==> src/hdl/cache_ctrl_pkg.sv <==
package cache_ctrl_pkg;

	localparam int num_executers = 4;
	localparam int lane_words = 8; // 16-bit words per cache lane

	typedef logic [1:0] exec_idx_t;
	typedef logic [15:0] stack_addr_t;
	typedef logic [31:0] general_addr_t;
	typedef logic [25:0] way_addr_t;
	typedef logic [5:0] upper_addr_t; // non-zero selects I/O space
	typedef logic [2:0] stack_size_t; // in 16-bit words

	typedef enum logic [2:0] {
		ph_idle = 3'd0,
		ph_stack_first = 3'd1, // lane-crossing stack, first lane
		ph_stack_second = 3'd2, // lane-crossing stack, second lane
		ph_stack_single = 3'd3,
		ph_general = 3'd4,
		ph_ifetch = 3'd5
	} access_phase_e;

	typedef enum logic [1:0] {
		kind_none = 2'd0,
		kind_stack = 2'd1,
		kind_general = 2'd2,
		kind_ifetch = 2'd3
	} access_kind_e;

	typedef enum logic [1:0] {
		mask_first = 2'd0,
		mask_second = 2'd1,
		mask_general = 2'd2,
		mask_none = 2'd3
	} mask_type_e;

	typedef struct packed {
		logic stack_req;
		logic general_req;
		logic stack_write;
		logic general_write;
		logic general_byte;
		stack_size_t stack_size;
		stack_addr_t stack_addr;
		general_addr_t general_addr;
	} exec_req_t;

	typedef struct packed {
		access_kind_e kind;
		exec_idx_t index;
		logic multi_lane; // stack access spills into the next lane
	} grant_t;

	typedef struct packed {
		way_addr_t way_addr;
		upper_addr_t upper_addr;
		logic byte_op;
		logic partial_write;
		stack_size_t stack_size;
		exec_idx_t index;
		logic use_multi_access;
	} cache_access_t;

	typedef struct packed {
		logic [num_executers-1:0] executer_ack;
		logic ifetch_ack;
		logic [num_executers-1:0] dependency_clear;
		logic lru_enable_write;
		logic cache_no_write_override;
		mask_type_e mask_type;
		logic cache_fault;
	} ctrl_status_t;

endpackage

==> src/hdl/access_arbiter.sv <==
`timescale 1ns/1ps

module access_arbiter
	import cache_ctrl_pkg::*;
(
	input exec_req_t [num_executers-1:0] exec_req,
	input logic ifetch_req,
	input logic new_access_allowed,
	input access_kind_e excluded_kind,
	input exec_idx_t excluded_index,
	output grant_t grant
);

	logic [num_executers-1:0] stack_ok; // requesting and not just served
	logic [num_executers-1:0] general_ok;
	logic [num_executers-1:0] crossing;
	logic [3:0] lane_sum [num_executers];
	logic ifetch_ok;

	for (genvar i = 0; i < num_executers; i++) begin : g_req
		assign stack_ok[i] = exec_req[i].stack_req &&
			!(excluded_kind == kind_stack && excluded_index == exec_idx_t'(i));
		assign general_ok[i] = exec_req[i].general_req &&
			!(excluded_kind == kind_general && excluded_index == exec_idx_t'(i));
		// word offset in the lane plus size, past the lane end means two passes
		assign lane_sum[i] = {1'b0, exec_req[i].stack_addr[3:1]} +
			{1'b0, exec_req[i].stack_size};
		assign crossing[i] = lane_sum[i] > 4'(lane_words);
	end

	assign ifetch_ok = ifetch_req && excluded_kind != kind_ifetch;

	// stack i beats general i, lower executers first, ifetch last
	always_comb begin
		grant = '0;
		grant.kind = kind_none;
		if (new_access_allowed) begin
			for (int i = 0; i < num_executers; i++) begin
				if (grant.kind == kind_none) begin
					if (stack_ok[i]) begin
						grant.kind = kind_stack;
						grant.index = exec_idx_t'(i);
						grant.multi_lane = crossing[i];
					end else if (general_ok[i]) begin
						grant.kind = kind_general;
						grant.index = exec_idx_t'(i);
					end
				end
			end
			if (grant.kind == kind_none && ifetch_ok) begin
				grant.kind = kind_ifetch; // index stays 0
			end
		end
	end

endmodule

==> src/hdl/access_sequencer.sv <==
`timescale 1ns/1ps

module access_sequencer
	import cache_ctrl_pkg::*;
(
	input logic clk,
	input logic arst_n,
	input logic raw_cache_fault,
	input exec_req_t [num_executers-1:0] exec_req,
	input grant_t grant,
	output logic new_access_allowed,
	output access_kind_e excluded_kind,
	output exec_idx_t excluded_index,
	output access_phase_e next_phase,
	output exec_idx_t next_index,
	output ctrl_status_t status
);

	access_phase_e phase_q;
	exec_idx_t index_q;
	upper_addr_t upper_q; // upper address of the general access in flight

	logic io_bypass;
	logic mask_fault;
	logic cache_fault;
	logic take_grant;

	// I/O space is handled outside the cache, faults mean nothing there
	assign io_bypass = phase_q == ph_general && upper_q != '0;
	assign mask_fault = phase_q == ph_idle || io_bypass;
	assign cache_fault = raw_cache_fault && !mask_fault;

	assign take_grant = new_access_allowed && grant.kind != kind_none;

	always_comb begin
		next_phase = phase_q; // hold while faulted
		next_index = index_q;
		new_access_allowed = 1'b0;
		excluded_kind = kind_none;
		excluded_index = index_q;
		status = '0;
		status.mask_type = mask_none;
		status.cache_fault = cache_fault;

		unique case (phase_q)
			ph_idle: begin
				new_access_allowed = 1'b1;
			end
			ph_stack_first: begin
				excluded_kind = kind_stack;
				status.mask_type = mask_first;
				if (!cache_fault) begin
					status.lru_enable_write = 1'b1;
					next_phase = ph_stack_second; // same executer, next lane
				end
			end
			ph_stack_second: begin
				excluded_kind = kind_stack;
				status.mask_type = mask_second;
				if (!cache_fault) begin
					new_access_allowed = 1'b1;
					status.executer_ack[index_q] = 1'b1;
					status.lru_enable_write = 1'b1;
					next_phase = ph_idle;
				end
			end
			ph_stack_single: begin
				excluded_kind = kind_stack;
				status.mask_type = mask_first;
				if (!cache_fault) begin
					new_access_allowed = 1'b1;
					status.executer_ack[index_q] = 1'b1;
					status.lru_enable_write = 1'b1;
					next_phase = ph_idle;
				end
			end
			ph_general: begin
				excluded_kind = kind_general;
				status.mask_type = mask_general;
				if (io_bypass) begin
					// completes at once, cache must not be written
					new_access_allowed = 1'b1;
					status.executer_ack[index_q] = 1'b1;
					status.cache_no_write_override = 1'b1;
					next_phase = ph_idle;
				end else if (!cache_fault) begin
					new_access_allowed = 1'b1;
					status.executer_ack[index_q] = 1'b1;
					status.lru_enable_write = 1'b1;
					next_phase = ph_idle;
				end
			end
			ph_ifetch: begin
				excluded_kind = kind_ifetch;
				if (!cache_fault) begin
					new_access_allowed = 1'b1;
					status.ifetch_ack = 1'b1;
					status.lru_enable_write = 1'b1;
					next_phase = ph_idle;
				end
			end
			default: begin
				next_phase = ph_idle;
			end
		endcase

		// chain the granted access straight after the completing one
		if (take_grant) begin
			next_index = grant.index;
			unique case (grant.kind)
				kind_stack: begin
					next_phase = grant.multi_lane ? ph_stack_first : ph_stack_single;
					status.dependency_clear[grant.index] = 1'b1;
				end
				kind_general: begin
					next_phase = ph_general;
					status.dependency_clear[grant.index] = 1'b1;
				end
				kind_ifetch: begin
					next_phase = ph_ifetch;
				end
				default: begin
					next_phase = ph_idle;
				end
			endcase
		end
	end

	always_ff @(posedge clk or negedge arst_n) begin
		if (!arst_n) begin
			phase_q <= ph_idle;
			index_q <= '0;
			upper_q <= '0;
		end else begin
			phase_q <= next_phase;
			index_q <= next_index;
			if (take_grant && grant.kind == kind_general) begin
				upper_q <= exec_req[grant.index].general_addr[31:26];
			end
		end
	end

endmodule

==> src/hdl/way_address_select.sv <==
`timescale 1ns/1ps

module way_address_select
	import cache_ctrl_pkg::*;
(
	input access_phase_e next_phase,
	input exec_idx_t next_index,
	input exec_req_t [num_executers-1:0] exec_req,
	input way_addr_t ifetch_addr,
	output cache_access_t cache_access
);

	exec_req_t sel_req;
	stack_size_t size_less_one;
	stack_addr_t second_lane_addr;
	stack_addr_t stack_addr_eff;

	assign sel_req = exec_req[next_index];

	// second pass starts at the last word touched, wraps in 16 bits
	assign size_less_one = sel_req.stack_size - 3'd1;
	assign second_lane_addr = sel_req.stack_addr + {size_less_one, 1'b0};
	assign stack_addr_eff = (next_phase == ph_stack_second) ?
		second_lane_addr : sel_req.stack_addr;

	always_comb begin
		cache_access = '0;

		unique case (next_phase)
			ph_idle: begin
				cache_access.way_addr = ifetch_addr; // nothing to fetch, keep ifetch line
			end
			ph_stack_first, ph_stack_second, ph_stack_single: begin
				cache_access.way_addr = way_addr_t'(stack_addr_eff); // stack space sits low
				cache_access.way_addr[0] = 1'b0;
				cache_access.stack_size = sel_req.stack_size;
				cache_access.partial_write = sel_req.stack_write;
				cache_access.index = next_index;
				cache_access.use_multi_access = next_phase != ph_stack_single;
			end
			ph_general: begin
				cache_access.way_addr = sel_req.general_addr[25:0];
				cache_access.upper_addr = sel_req.general_addr[31:26];
				cache_access.byte_op = sel_req.general_byte;
				cache_access.partial_write = sel_req.general_write;
				cache_access.index = next_index;
			end
			ph_ifetch: begin
				cache_access.way_addr = ifetch_addr;
				cache_access.way_addr[0] = 1'b0; // word aligned
			end
			default: begin
				cache_access.way_addr = ifetch_addr;
			end
		endcase
	end

endmodule

==> src/hdl/split_cache_controller.sv <==
`timescale 1ns/1ps

module split_cache_controller
	import cache_ctrl_pkg::*;
(
	input logic clk,
	input logic arst_n,
	input exec_req_t [num_executers-1:0] exec_req,
	input logic ifetch_req,
	input way_addr_t ifetch_addr,
	input logic raw_cache_fault,
	output cache_access_t cache_access,
	output ctrl_status_t status
);

	grant_t grant;
	logic new_access_allowed;
	access_kind_e excluded_kind;
	exec_idx_t excluded_index;
	access_phase_e next_phase; // look-ahead phase drives the way address
	exec_idx_t next_index;

	access_arbiter u_access_arbiter (
		.exec_req (exec_req),
		.ifetch_req (ifetch_req),
		.new_access_allowed (new_access_allowed),
		.excluded_kind (excluded_kind),
		.excluded_index (excluded_index),
		.grant (grant)
	);

	access_sequencer u_access_sequencer (
		.clk (clk),
		.arst_n (arst_n),
		.raw_cache_fault (raw_cache_fault),
		.exec_req (exec_req),
		.grant (grant),
		.new_access_allowed (new_access_allowed),
		.excluded_kind (excluded_kind),
		.excluded_index (excluded_index),
		.next_phase (next_phase),
		.next_index (next_index),
		.status (status)
	);

	way_address_select u_way_address_select (
		.next_phase (next_phase),
		.next_index (next_index),
		.exec_req (exec_req),
		.ifetch_addr (ifetch_addr),
		.cache_access (cache_access)
	);

endmodule

==> config.mk <==
export PLATFORM = sky130hd
export DESIGN_NAME = split_cache_controller
export DESIGN_NICKNAME = d
export VERILOG_FILES = /design/src/hdl/cache_ctrl_pkg.sv /design/src/hdl/access_arbiter.sv /design/src/hdl/access_sequencer.sv /design/src/hdl/way_address_select.sv /design/src/hdl/split_cache_controller.sv
export SDC_FILE = /design/constraint.sdc
export NUM_CORES = 1
export LEC_CHECK = 0
export BUFFER_PORTS_ARGS = -buffer_cell sky130_fd_sc_hd__buf_2
export CAP_MARGIN = 20
export CORE_AREA = 2 2 118 120
export CTS_CLUSTER_DIAMETER = 50
export DETAILED_ROUTE_END_ITERATION = 16
export DIE_AREA = 0 0 120 122
export PLACE_DENSITY_LB_ADDON = 0.05
export SYNTH_ARGS = -nofsm -noshare
export SYNTH_HDL_FRONTEND = slang
export SYNTH_SLANG_ARGS = --single-unit
==> constraint.sdc <==
create_clock -name clk -period 14.75 [get_ports clk]
set_input_delay 4.425 -clock clk [delete_from_list [all_inputs] [get_ports clk]]
set_output_delay 4.425 -clock clk [all_outputs]
set_load 0.03 [all_outputs]
==> results by group, run 1 <==
Status
  • Outcome: complete, no violations

Layout
  • Nets: 1039
  • Fillers: 1452
  • Area growth from synthesis to layout: 42.3%
  • Layout cell share with drive strength beyond 1: 0.511
  • Multi-input logic area: 3580 sq um
  • Sequential cell area: 275 sq um

Synth
  • Top FF cell, synth: dfrtp_1
  • Ys async rst share: 1.00
  • Synth area leader: mux4_2
  • Synth Instances: approximately 480
  • Syn avg cell area: around 8.6 sq um
  • Post-synthesis cell area: 4110 sq um
  • Yosys reg bits: 11
  • Synth top area cells: mux4_2 21%, dfrtp_1 6.7%, ha_1 6.1%, mux2i_1 5.1%, nand2_1 4.0%
  • Share of the synthesized area in the top cell type: 0.214
  • Synth unique cells: 78
  • Number of enable flip-flop cells after synthesis: 0
  • Yosys warns: 0
  • Seq/Total Area, Yosys: 0.0670
  • Post-Syn Nets: around 760

Critical path
  • Flop-to-flop setup slack: 10.59 ns
  • Worst path max stage delay: 0.52 ns
  • Worst setup SP type: input port
  • CP most frequent cell: ha_1
  • Reg2Reg Capture Point: u_access_sequencer.excluded_index[1]
  • Worst R2R Path Depth: 13
  • Worst Setup Path Type: input port to output pin
  • Critical Path Slowest Stage Cell: or4_1
  • Crit Path Max Fanout: 15
  • CP top delay family: simple AND/OR/NAND/NOR gates
  • CP Cell Sequence: buf_2 > or2_2 > and2_1 > or3_1 > ha_1 > or4_1 > o31ai_1 > nor2_1 > and2_1 > nor2_8 > inv_2 > mux4_2 > ha_1 > xor2_1 > ha_1 > a21oi_1 > or4_1 > nor3_1 > xor2_1 > a221oi_1 > buf_2
  • Crit end category: output pin
  • Reg2reg start: u_access_sequencer.phase_q[1]
  • Arrival @ worst endpoint: 9.84 ns
  • Required @ worst endpoint: between 10 and 15 ns
  • CP bufs+invs: 3

Floorplanning
  • DIE HEIGHT: between 100 and 150 microns
  • Overall die width: 120 microns
  • Core Area: 13500 sq um
  • Initial Utilization: 0.304
  • Row cnt: between 40 and 50
  • Top Ports: 308
  • Die Footprint: 14600 sq um

Timing
  • F_max: roughly 70 MHz
  • Post-Route Skew: 0.00298 ns
  • Final-report hold violation count: 0
  • Tightest Pin Transition: 0.897 ns
  • Count of final setup violators: 0
  • RSZ-0062 raised after global routing: false
  • Crit path time final: 14.27 ns
  • Slew HR: 0.398
  • Share of the clock period used by the worst path: 0.967
  • Pins over their slew limit: 0
  • Setup tns final: 0 ns

Placed design
  • IO Port Bufs: 303
  • Gpl congestion: 0.874
  • Detail Placement HPWL: 16100 microns

Power
  • Sw Share: 0.618
  • Max VDD drop: 0.135 mV
  • Combinational cell fraction of total power: 0.929
  • Power density cells: 273 nW/um^2
  • Seq pwr share: 0.040
  • Clock Power Share: 0.031
  • Power Total: 1.60 mW
  • Pleak: roughly 2.9 nW
  • Internal: 0.610 mW
  • NetSw: between 0.9 and 1 mW

CTS
  • Root buf cell: clkbuf_16
  • CTS sink count: 11
  • Reg clk slew, reported paths: roughly 0.04 ns
  • Post-cts gate resize count: 0
  • CTS Hold Bufs: 0
  • Clock latency on the worst-skew pair: 0.24 ns
  • CTS tree: yes
  • Worst-case clock buffer depth: 2
  • Total CTS buffers: 3
  • # Post-CTS Setup Buffers: 0
  • H-tree Lvls: 1

Worst hold path
  • Min-Delay Startpoint: u_access_sequencer.upper_q[2]
  • Hold EP: u_access_sequencer.upper_q[2]
  • Hold depth: 2
  • Worst Hold Class: flip-flop to flip-flop

Route
  • Initial DRC count: ~320
  • Post-route ant nets: 0
  • Final WL: 18700 microns
  • Vias per cell: 5.48
  • DRC: 0
  • Vias: 5161
  • Drt pass-1 iters: 5
  • Wire length per cell: 19.9 microns

Run
  • MaxCap Viol Count: 0

Global routing
  • Initial antenna violation count: 3
  • Gr busiest metal: met2
  • Vias in the first global route: 5112
  • Met1 GRT Util: 0.301
  • GRT Overall Usage: 0.240
  • Largest net degree at the start of global routing: 42
  • First-pass GRT wire length: 27200 microns
  • Total grt overflow: 0
  • Global Route met3 Usage: 0.0426
  • Met2 global-route usage: 0.431
==> cells in the final DEF, fill, tap and decap left out, types with 9 or more instances in the layout <==
cell / instances
ha_1: 20
nand3_1: 17
inv_1: 22
nand2_1: 44
a31oi_1: 9
o21ai_0: 24
and2_1: 15
a22o_1: 11
dfrtp_1: 11
buf_2: 303
buf_4: 10
mux2i_1: 21
o21ai_1: 14
mux4_2: 39
a21oi_1: 20
nor2_1: 31
==> cell usage after synthesis (all sizes together), types with 6 or more instances <==
master,n
a21o,6
a21oi,20
a22o,11
a31oi,10
a32o,9
and2,16
buf,20
clkbuf,15
dfrtp,11
ha,20
inv,25
mux2,6
mux2i,21
mux4,39
nand2,45
nand3,17
nor2,32
nor3,8
nor4,9
o21ai,39
o22ai,7
xor2,6
==> cells by family (layout without fill, tap and decap cells) <==
family / Yosys count / count (layout) / share of synthesized area
and+or+nand+nor: 160 / 160 / 0.223
AOI/OAI and AO/OA: 145 / 145 / 0.257
muxes: 66 / 66 / 0.281
buffers and inverters: 60 / 342 / 0.0655
adders and majority gates: 25 / 25 / 0.0853
DFF: 11 / 11 / 0.0670
xor gates and xnor gates: 10 / 10 / 0.0213
other: 0 / 2 / 0
==> metal layers <==
| metal | up-vias | part of all wire | wire length [microns] |
|---|---|---|---|
| met4 | 0 | 0.019 | 361 |
| met5 | - | 0 | 0 |
| met3 | 25 | 0.073 | 1380 |
| li1 | 2446 | - | - |
| met1 | 2448 | 0.40 | 7440 |
| met2 | 242 | 0.51 | 9570 |
==> stage by stage <==
step                instance area [sq um]  hold WS [ns]  utilization  worst slack, ns  cells
finish                               5850         0.484        0.433            0.482    941
global placement                     5750         0.466        0.426            0.541    934
floorplan                            4110         0.450            -            0.193    477
detailed placement                   5750         0.473        0.426            0.526    934
global route                         5840         0.519        0.433            0.148    940
CTS                                  5830         0.485        0.432            0.509    938
==> worst max-delay path by stage <==
stage,startpoint,end,slack [ns],cells after the start
6_report,raw_cache_fault,cache_access[20],0.48,21
3_5_place_dp,raw_cache_fault,cache_access[20],0.53,21
3_3_place_gp,raw_cache_fault,cache_access[20],0.54,22
2_1_floorplan,raw_cache_fault,cache_access[20],0.19,25
4_1_cts,raw_cache_fault,cache_access[20],0.51,21
5_1_grt,exec_req[167],cache_access[26],0.15,26
==> tightest hold or removal path, delay by kind of cell (launching register included) <==
family | cells | cell delay (ns)
AO/OA/AOI/OAI | 1 | 0.06
flip-flops | 1 | 0.33
AND/OR/NAND/NOR | 1 | 0.05
==> layout make-up <==
cell class	instances	share of cell area
Clock buffer	4	0.0135
Tap cell	180	0.0385
Inverter	25	0.0161
Sequential cell	11	0.0471
Multi-Input combinational cell	406	0.612
Antenna cell	2	0.000856
Timing Repair Buffer	313	0.272
==> power by group through the flow <==
stage          Sequential, mW  Clock (mW)  Combinational [mW]
2_1_floorplan          0.0489           0                1.09
3_3_place_gp           0.0639           0                1.48
3_5_place_dp           0.0650           0                1.48
4_1_cts                0.0645      0.0497                1.49
5_1_grt                0.0669      0.0518                1.60
6_report               0.0642      0.0489                1.49
==> registers in the layout, indices dropped and copies added (netlist names) <==
register / cells
u_access_sequencer.excluded_index: 2
u_access_sequencer.phase_q: 3
u_access_sequencer.upper_q: 6
Note: power is estimated with default switching activity, not from simulation.
==> run 2, diff against run 1 <==
CORE_AREA = 2 2 121 123   (was 2 2 118 120)
DIE_AREA = 0 0 123 125   (was 0 0 120 122)
clock period = 11.9 ns   (was 14.75 ns; I/O delays follow)
==> results by group, run 2 (same netlist as run 1, synthesis figures left out) <==
Worst hold path
  • Hold depth: 2 (unchanged)
  • Worst Hold Class: flip-flop to flip-flop
  • Min-Delay Startpoint: u_access_sequencer.upper_q[0]
  • Hold EP: u_access_sequencer.upper_q[0]

CTS
  • Clock latency on the worst-skew pair: 0.23 ns (about the same)
  • CTS Hold Bufs: 0 (unchanged)
  • CTS sink count: 11 (unchanged)
  • Root buf cell: clkbuf_16
  • Total CTS buffers: 3 (unchanged)
  • Worst-case clock buffer depth: 2 (unchanged)
  • Reg clk slew, reported paths: 0.04 ns (about the same)
  • H-tree Lvls: 1 (unchanged)
  • CTS tree: yes

Critical path
  • Worst Setup Path Type: input port to output pin
  • Reg2Reg Capture Point: u_access_sequencer.excluded_index[1]
  • Flop-to-flop setup slack: 7.88 ns (-2.71 ns)
  • Crit Path Max Fanout: 4 (-11)
  • Worst setup SP type: input port
  • Worst R2R Path Depth: 14 (+1)
  • Reg2reg start: u_access_sequencer.phase_q[1]
  • Critical Path Source: ifetch_req
  • Arrival @ worst endpoint: 8.18 ns (-1.66 ns)
  • Crit end category: output pin
  • Required @ worst endpoint: 8.33 ns (-1.99 ns)

Route
  • Post-route ant nets: 0 (unchanged)
  • Vias per cell: 5.43 (-1.0%)
  • Initial DRC count: 300 (-5.4%)
  • Wire length per cell: 19.7 microns (-1.2%)
  • Vias: 5286 (+2.4%)
  • Drt pass-1 iters: 5 (unchanged)
  • DRC: 0 (unchanged)
  • Final WL: 19200 microns (+2.3%)

Run
  • MaxCap Viol Count: 0 (unchanged)

Layout
  • Fillers: 1474 (+1.5%)
  • Sequential cell area: 275 sq um (unchanged)
  • Area growth from synthesis to layout: 53.3%
  • Commonest non-fill, non-tap cell in the layout: buf_2
  • Multi-input logic area: 3760 sq um (+5.0%)
  • Final core utilization: 0.443 (+0.0105)
  • Design area: 6300 sq um (+7.7%)
  • Most frequent cells in the layout: 294 x buf_2, 44 x nand2_1, 39 x mux4_2
  • Largest register FFs: 6 (unchanged)
  • Reg with most FFs: u_access_sequencer.upper_q
  • Final Instance Count excl. Fillers: 974 (+3.5%)
  • Nets: 1066 (+2.6%)
  • Layout cell share with drive strength beyond 1: 0.562 (+0.0511)

Timing
  • Crit path time final: 11.75 ns
  • Count of final setup violators: 0 (unchanged)
  • F_max: about 85 MHz
  • Post-Route Skew: 0.000266 ns (-0.00272 ns)
  • RSZ-0062 raised after global routing: true
  • Slew HR: 0.371 (-0.0271)
  • Tightest Pin Transition: 0.937 ns (+0.0404 ns)
  • Final-report hold violation count: 0 (unchanged)
  • Share of the clock period used by the worst path: 0.987
  • Pins over their slew limit: 0 (unchanged)
  • Hold Slack: 0.487 ns (+0.00249 ns)

Floorplanning
  • Die Footprint: 15400 sq um (+5.0%)
  • DIE HEIGHT: 125 microns (+2.5%)
  • Core Area: 14200 sq um (+5.2%)
  • Row cnt: 44 (+2.3%)
  • Overall die width: 123 microns (+2.5%)
  • Top Ports: 308 (unchanged)
  • Initial Utilization: 0.289 (-0.0150)

Power
  • Clock Power Share: 0.027 (-0.004)
  • Combinational cell fraction of total power: 0.937 (+0.008)
  • Sw Share: 0.588 (-0.0305)
  • Max VDD drop: 0.179 mV (+32%)
  • Internal: 0.915 mW (+50%)
  • Pleak: 3.05 nW (+6.5%)
  • Seq pwr share: 0.036 (-0.004)
  • Power density cells: 352 nW/um^2 (+29%)
  • NetSw: 1.30 mW (+32%)

Global routing
  • Largest net degree at the start of global routing: 43 (+2.4%)
  • Initial antenna violation count: 5 (+2)
  • First-pass GRT wire length: 29200 microns (+7.3%)
  • GRT Overall Usage: 0.242 (+0.00242)
  • Vias in the first global route: 5493 (+7.5%)
  • Total grt overflow: 0 (unchanged)

Status
  • Outcome: complete, no violations

Placed design
  • Gpl congestion: 0.886 (+1.5%)
  • Area post-placement: 6020 sq um (+4.5%)
  • Detail Placement HPWL: 16400 microns (+2.2%)
  • Placed cell count: 960 (+2.8%)
  • IO Port Bufs: 303 (unchanged)
-- run 2: worst max path at each step --
stage,endpoint,slack [ns],cells after the start
finish,cache_access[20],0.15,22
global route,cache_access[21],-0.06,22
CTS,cache_access[25],-0.04,24
detailed placement,cache_access[25],-0.03,24
global placement,cache_access[25],-0.03,21
floorplan,cache_access[25],-0.004,24
-- run 2: area by class of cell --
class / count / area share
diodes: 4 / 0.00159
inverters: 25 / 0.0153
repair buffers: 340 / 0.294
clock buffers: 4 / 0.0125
multi-input cells: 406 / 0.596
well taps: 184 / 0.0366
flip-flops and latches: 11 / 0.0437
-- run 2: repair_timing --
action                                  4_1_cts  5_1_grt
endpoints found under the hold margin         0        0
endpoints found under the setup margin        3       12
pin swaps                                     0       11
setup buffers                                 0        5
cloned                                        0        0
gates resized for setup                       0       44
-- run 2: power groups by stage --
stage | sequential, mW | combinational (mW) | clock [mW]
floorplan | 0.0606 | 1.43 | 0
global placement | 0.0795 | 1.95 | 0
detailed placement | 0.0801 | 1.98 | 0
global route | 0.0841 | 2.24 | 0.0632
finish | 0.0809 | 2.08 | 0.0597
CTS | 0.0795 | 1.99 | 0.0614
-- run 2: worst max-delay path: stages --
cell	delay, ns
buf_8	0.08
a41oi_2	0.10
o211ai_1	0.25
o211ai_1	0.16
a31oi_1	0.25
inv_1	0.12
ha_4	0.18
or4_4	0.43
o31ai_4	0.09
nor3b_2	0.08
a31oi_2	0.25
mux4_2	0.60
ha_4	0.28
inv_1	0.06
ha_1	0.28
a21o_1	0.11
a21oi_1	0.08
or4_4	0.49
nor3_2	0.15
xor2_1	0.12
a221oi_4	0.28
buf_6	0.17
-- run 2: stage by stage --
step	setup WS, ns	total power, mW	TNS, ns
final	0.152	2.22	0
after global placement	-0.0258	2.03	-0.0369
after detailed placement	-0.0265	2.06	-0.0265
after CTS	-0.0361	2.13	-0.0772
after floorplan	-0.00391	1.49	-0.00391
after global routing	-0.0608	2.38	-0.258
-- run 2: layer usage --
layer | share of wire | GRT usage
met2 | 0.54 | 0.463
met1 | 0.39 | 0.284
met3 | 0.057 | 0.0328
met4 | 0.014 | 0.0461
met5 | 0 | 0
==> run 3, diff against run 2 <==
ABC_AREA = 1   (was not set)
CORE_AREA = 2 2 120 122   (was 2 2 121 123)
CTS_BUF_LIST = sky130_fd_sc_hd__clkbuf_8   (was not set)
DIE_AREA = 0 0 122 124   (was 0 0 123 125)
==> results by group, run 3 <==
Route
  • M1 WL: 8700 microns (+17%)
  • Met3 WL: 1380 microns (+27%)
  • DRC: 0 (unchanged)
  • Vias per cell: 5.02 (-7.5%)
  • Final WL: 20200 microns (+5.4%)
  • WL met2: 9800 microns (-5.9%)
  • Max Used Layer: met4
  • Post-route ant nets: 0 (unchanged)
  • Initial DRC count: 382 (+27%)
  • Drt pass-1 iters: 5 (unchanged)
  • Vias: 6381 (+21%)
  • Wire length per cell: 15.9 microns (-19%)

Critical path
  • Crit end category: output pin
  • Worst R2R Path Depth: 18 (+4)
  • Required @ worst endpoint: 8.33 ns (about the same)
  • Arrival @ worst endpoint: 7.90 ns (-0.28 ns)
  • Reg2Reg Capture Point: u_access_sequencer.upper_q[1]
  • CP most frequent cell: nand2_1
  • Worst path max stage delay: 0.34 ns (-0.26 ns)
  • Crit Path Max Fanout: 9 (+5)
  • Worst Setup Path Type: input port to output pin
  • Critical Path Slowest Stage Cell: o21ai_0
  • Flop-to-flop setup slack: 8.45 ns (+0.57 ns)
  • Reg2reg start: u_access_sequencer.phase_q[2]
  • Worst setup SP type: input port

Timing
  • Tightest Pin Transition: 1.01 ns (+0.0688 ns)
  • Crit path time final: 11.47 ns (-0.280 ns)
  • Final-report hold violation count: 0 (unchanged)
  • Pins over their slew limit: 0 (unchanged)
  • F_max: 87.2 MHz (+2.4%)
  • Post-Route Skew: 0.00194 ns (+0.00167 ns)
  • Setup tns final: 0 ns (unchanged)
  • Count of final setup violators: 0 (unchanged)
  • Slew HR: 0.328 (-0.0424)
  • RSZ-0062 raised after global routing: false
  • Share of the clock period used by the worst path: 0.964 (-0.0235)

Floorplanning
  • Core Area: 13700 sq um (-3.4%)
  • DIE HEIGHT: 124 microns (-0.80%)
  • Top Ports: 308 (unchanged)
  • Die Footprint: 15100 sq um (-1.6%)
  • Row cnt: 43 (-2.3%)
  • Overall die width: 122 microns (-0.81%)
  • Initial Utilization: 0.329 (+0.0400)

Layout
  • Reg with most FFs: u_access_sequencer.upper_q
  • Nets: 1368 (+28%)
  • Commonest non-fill, non-tap cell in the layout: buf_2
  • Most frequent cells in the layout: 303 x buf_2, 231 x nand2_1, 137 x nand3_1
  • Layout cell share with drive strength beyond 1: 0.373 (-0.189)
  • Area growth from synthesis to layout: 37.2%
  • Largest register FFs: 6 (unchanged)

Worst hold path
  • Worst Hold Class: flip-flop to flip-flop
  • Min-Delay Startpoint: u_access_sequencer.upper_q[1]
  • Hold depth: 1 (-1)
  • Hold EP: u_access_sequencer.upper_q[1]

Global routing
  • Vias in the first global route: 5696 (+3.7%)
  • Initial antenna violation count: 3 (-2)
  • Largest net degree at the start of global routing: 59 (+37%)
  • First-pass GRT wire length: 29300 microns (+0.55%)
  • GRT Overall Usage: 0.245 (+0.00215)
  • Total grt overflow: 0 (unchanged)

Synth
  • Cell with the most instances after synthesis: nand2_1
  • Post-Syn Nets: 1092 (+44%)
  • Seq/Total Area, Yosys: 0.0609 (-0.00607)
  • Share of the synthesized area in the top cell type: 0.194 (-0.0202)
  • Number of enable flip-flop cells after synthesis: 0 (unchanged)
  • Synth Instances: 813 (+70%)
  • Commonest cells post-synth: 233 x nand2_1, 138 x nand3_1, 73 x inv_1
  • Synth unique cells: 48 (-38%)
  • Post-synthesis cell area: 4520 sq um (+10%)
  • Yosys reg bits: 11 (unchanged)
  • Syn avg cell area: 5.56 sq um (-35%)
  • Ys async rst share: 1.00 (unchanged)
  • Top FF cell, synth: dfrtp_1
  • Synth area leader: nand2_1
  • Synth top area cells: nand2_1 19%, nand3_1 15%, dfrtp_1 6.1%, inv_1 6.1%, ha_1 5.5%
  • Yosys warns: 0 (unchanged)

CTS
  • Reg clk slew, reported paths: 0.05 ns (about the same)
  • Total CTS buffers: 3 (unchanged)
  • CTS tree: yes
  • # Post-CTS Setup Buffers: 0 (unchanged)
  • Worst-case clock buffer depth: 2 (unchanged)
  • Clock latency on the worst-skew pair: 0.23 ns (about the same)
  • Root buf cell: clkbuf_8
  • H-tree Lvls: 1 (unchanged)
  • CTS sink count: 11 (unchanged)

Status
  • Outcome: complete, no violations

Placed design
  • Detail Placement HPWL: 16600 microns (+1.4%)
  • IO Port Bufs: 303 (unchanged)
  • Gpl congestion: 0.880 (-0.76%)

Run
  • MaxCap Viol Count: 0 (unchanged)
-- run 3: cell count changes in the layout (fill, tap and decap cells not counted), sizes merged, moves of 11 or more --
cell / previous run / this run
a21oi: 20 / 39
and2: 16 / 0
buf: 339 / 316
inv: 25 / 85
mux2i: 21 / 0
mux4: 39 / 0
nand2: 45 / 263
nand3: 17 / 148
nand4: 3 / 14
nor2: 32 / 73
o211ai: 5 / 17
-- run 3: worst max-delay path, delay by kind of cell --
family,cells,cell delay (ns)
buffers and inverters,6,0.62
AOI/OAI and AO/OA,2,0.62
adders and majority gates,3,0.84
xor gates and xnor gates,1,0.13
and+or+nand+nor,21,2.12
-- run 3: metrics by stage --
stage               cell area (sq um)  setup WS, ns  hold slack (ns)  std cells   util
floorplan                        4520         0.357            0.465        813      -
global placement                 6110         0.255            0.474       1264  0.446
detailed placement               6110         0.236            0.481       1264  0.446
CTS                              6160         0.219            0.492       1268  0.449
global route                     6200        0.0227            0.513       1271  0.452
finish                           6200         0.432            0.488       1271  0.452
-- run 3: final cells by class --
class / instances / area [sq um]
diodes: 3 / 7.51
clock buffers: 3 / 41.3
clock inverters: 1 / 3.75
fillers: 1586 / 7520
inverters: 85 / 323
multi-input cells: 672 / 3700
flip-flops and latches: 11 / 275
well taps: 180 / 225
repair buffers: 316 / 1620
-- run 3: kinds of logic (layout without fill, tap and decap cells) --
family	Yosys count	after routing	share of synthesized area
simple gates	514	514	0.540
compound gates	131	131	0.191
buf+inv	130	405	0.127
fa+ha+maj	25	25	0.0776
flops	11	11	0.0609
xor+xnor	2	2	0.00388
other cells	0	3	0
-- run 3: metal layers --
metal / GRT usage / vias to the layer above
met4: 0.0553 / 0
met2: 0.417 / 243
li1: - / 3273
met5: 0 / -
met1: 0.329 / 2845
met3: 0.0321 / 20
-- run 3: repair_timing --
action / CTS / global route
hold endpoints to repair: 0 / 0
endpoints found under the setup margin: 0 / 10
hold buffers: 0 / 0
resized for setup: 0 / 8
-- run 3: worst max-delay path by stage --
stage               slack [ns]  cells after the start    startpoint                to
global placement          0.25                     34  exec_req[54]  cache_access[27]
global route              0.02                     35  exec_req[54]  cache_access[28]
floorplan                 0.36                     27  exec_req[54]  cache_access[19]
finish                    0.43                     33  exec_req[54]  cache_access[28]
CTS                       0.22                     34  exec_req[54]  cache_access[27]
detailed placement        0.24                     34  exec_req[54]  cache_access[27]
Power of run 3 is not shown: default switching activity piles up to over one toggle a cycle in this logic, so the estimate is an artifact.
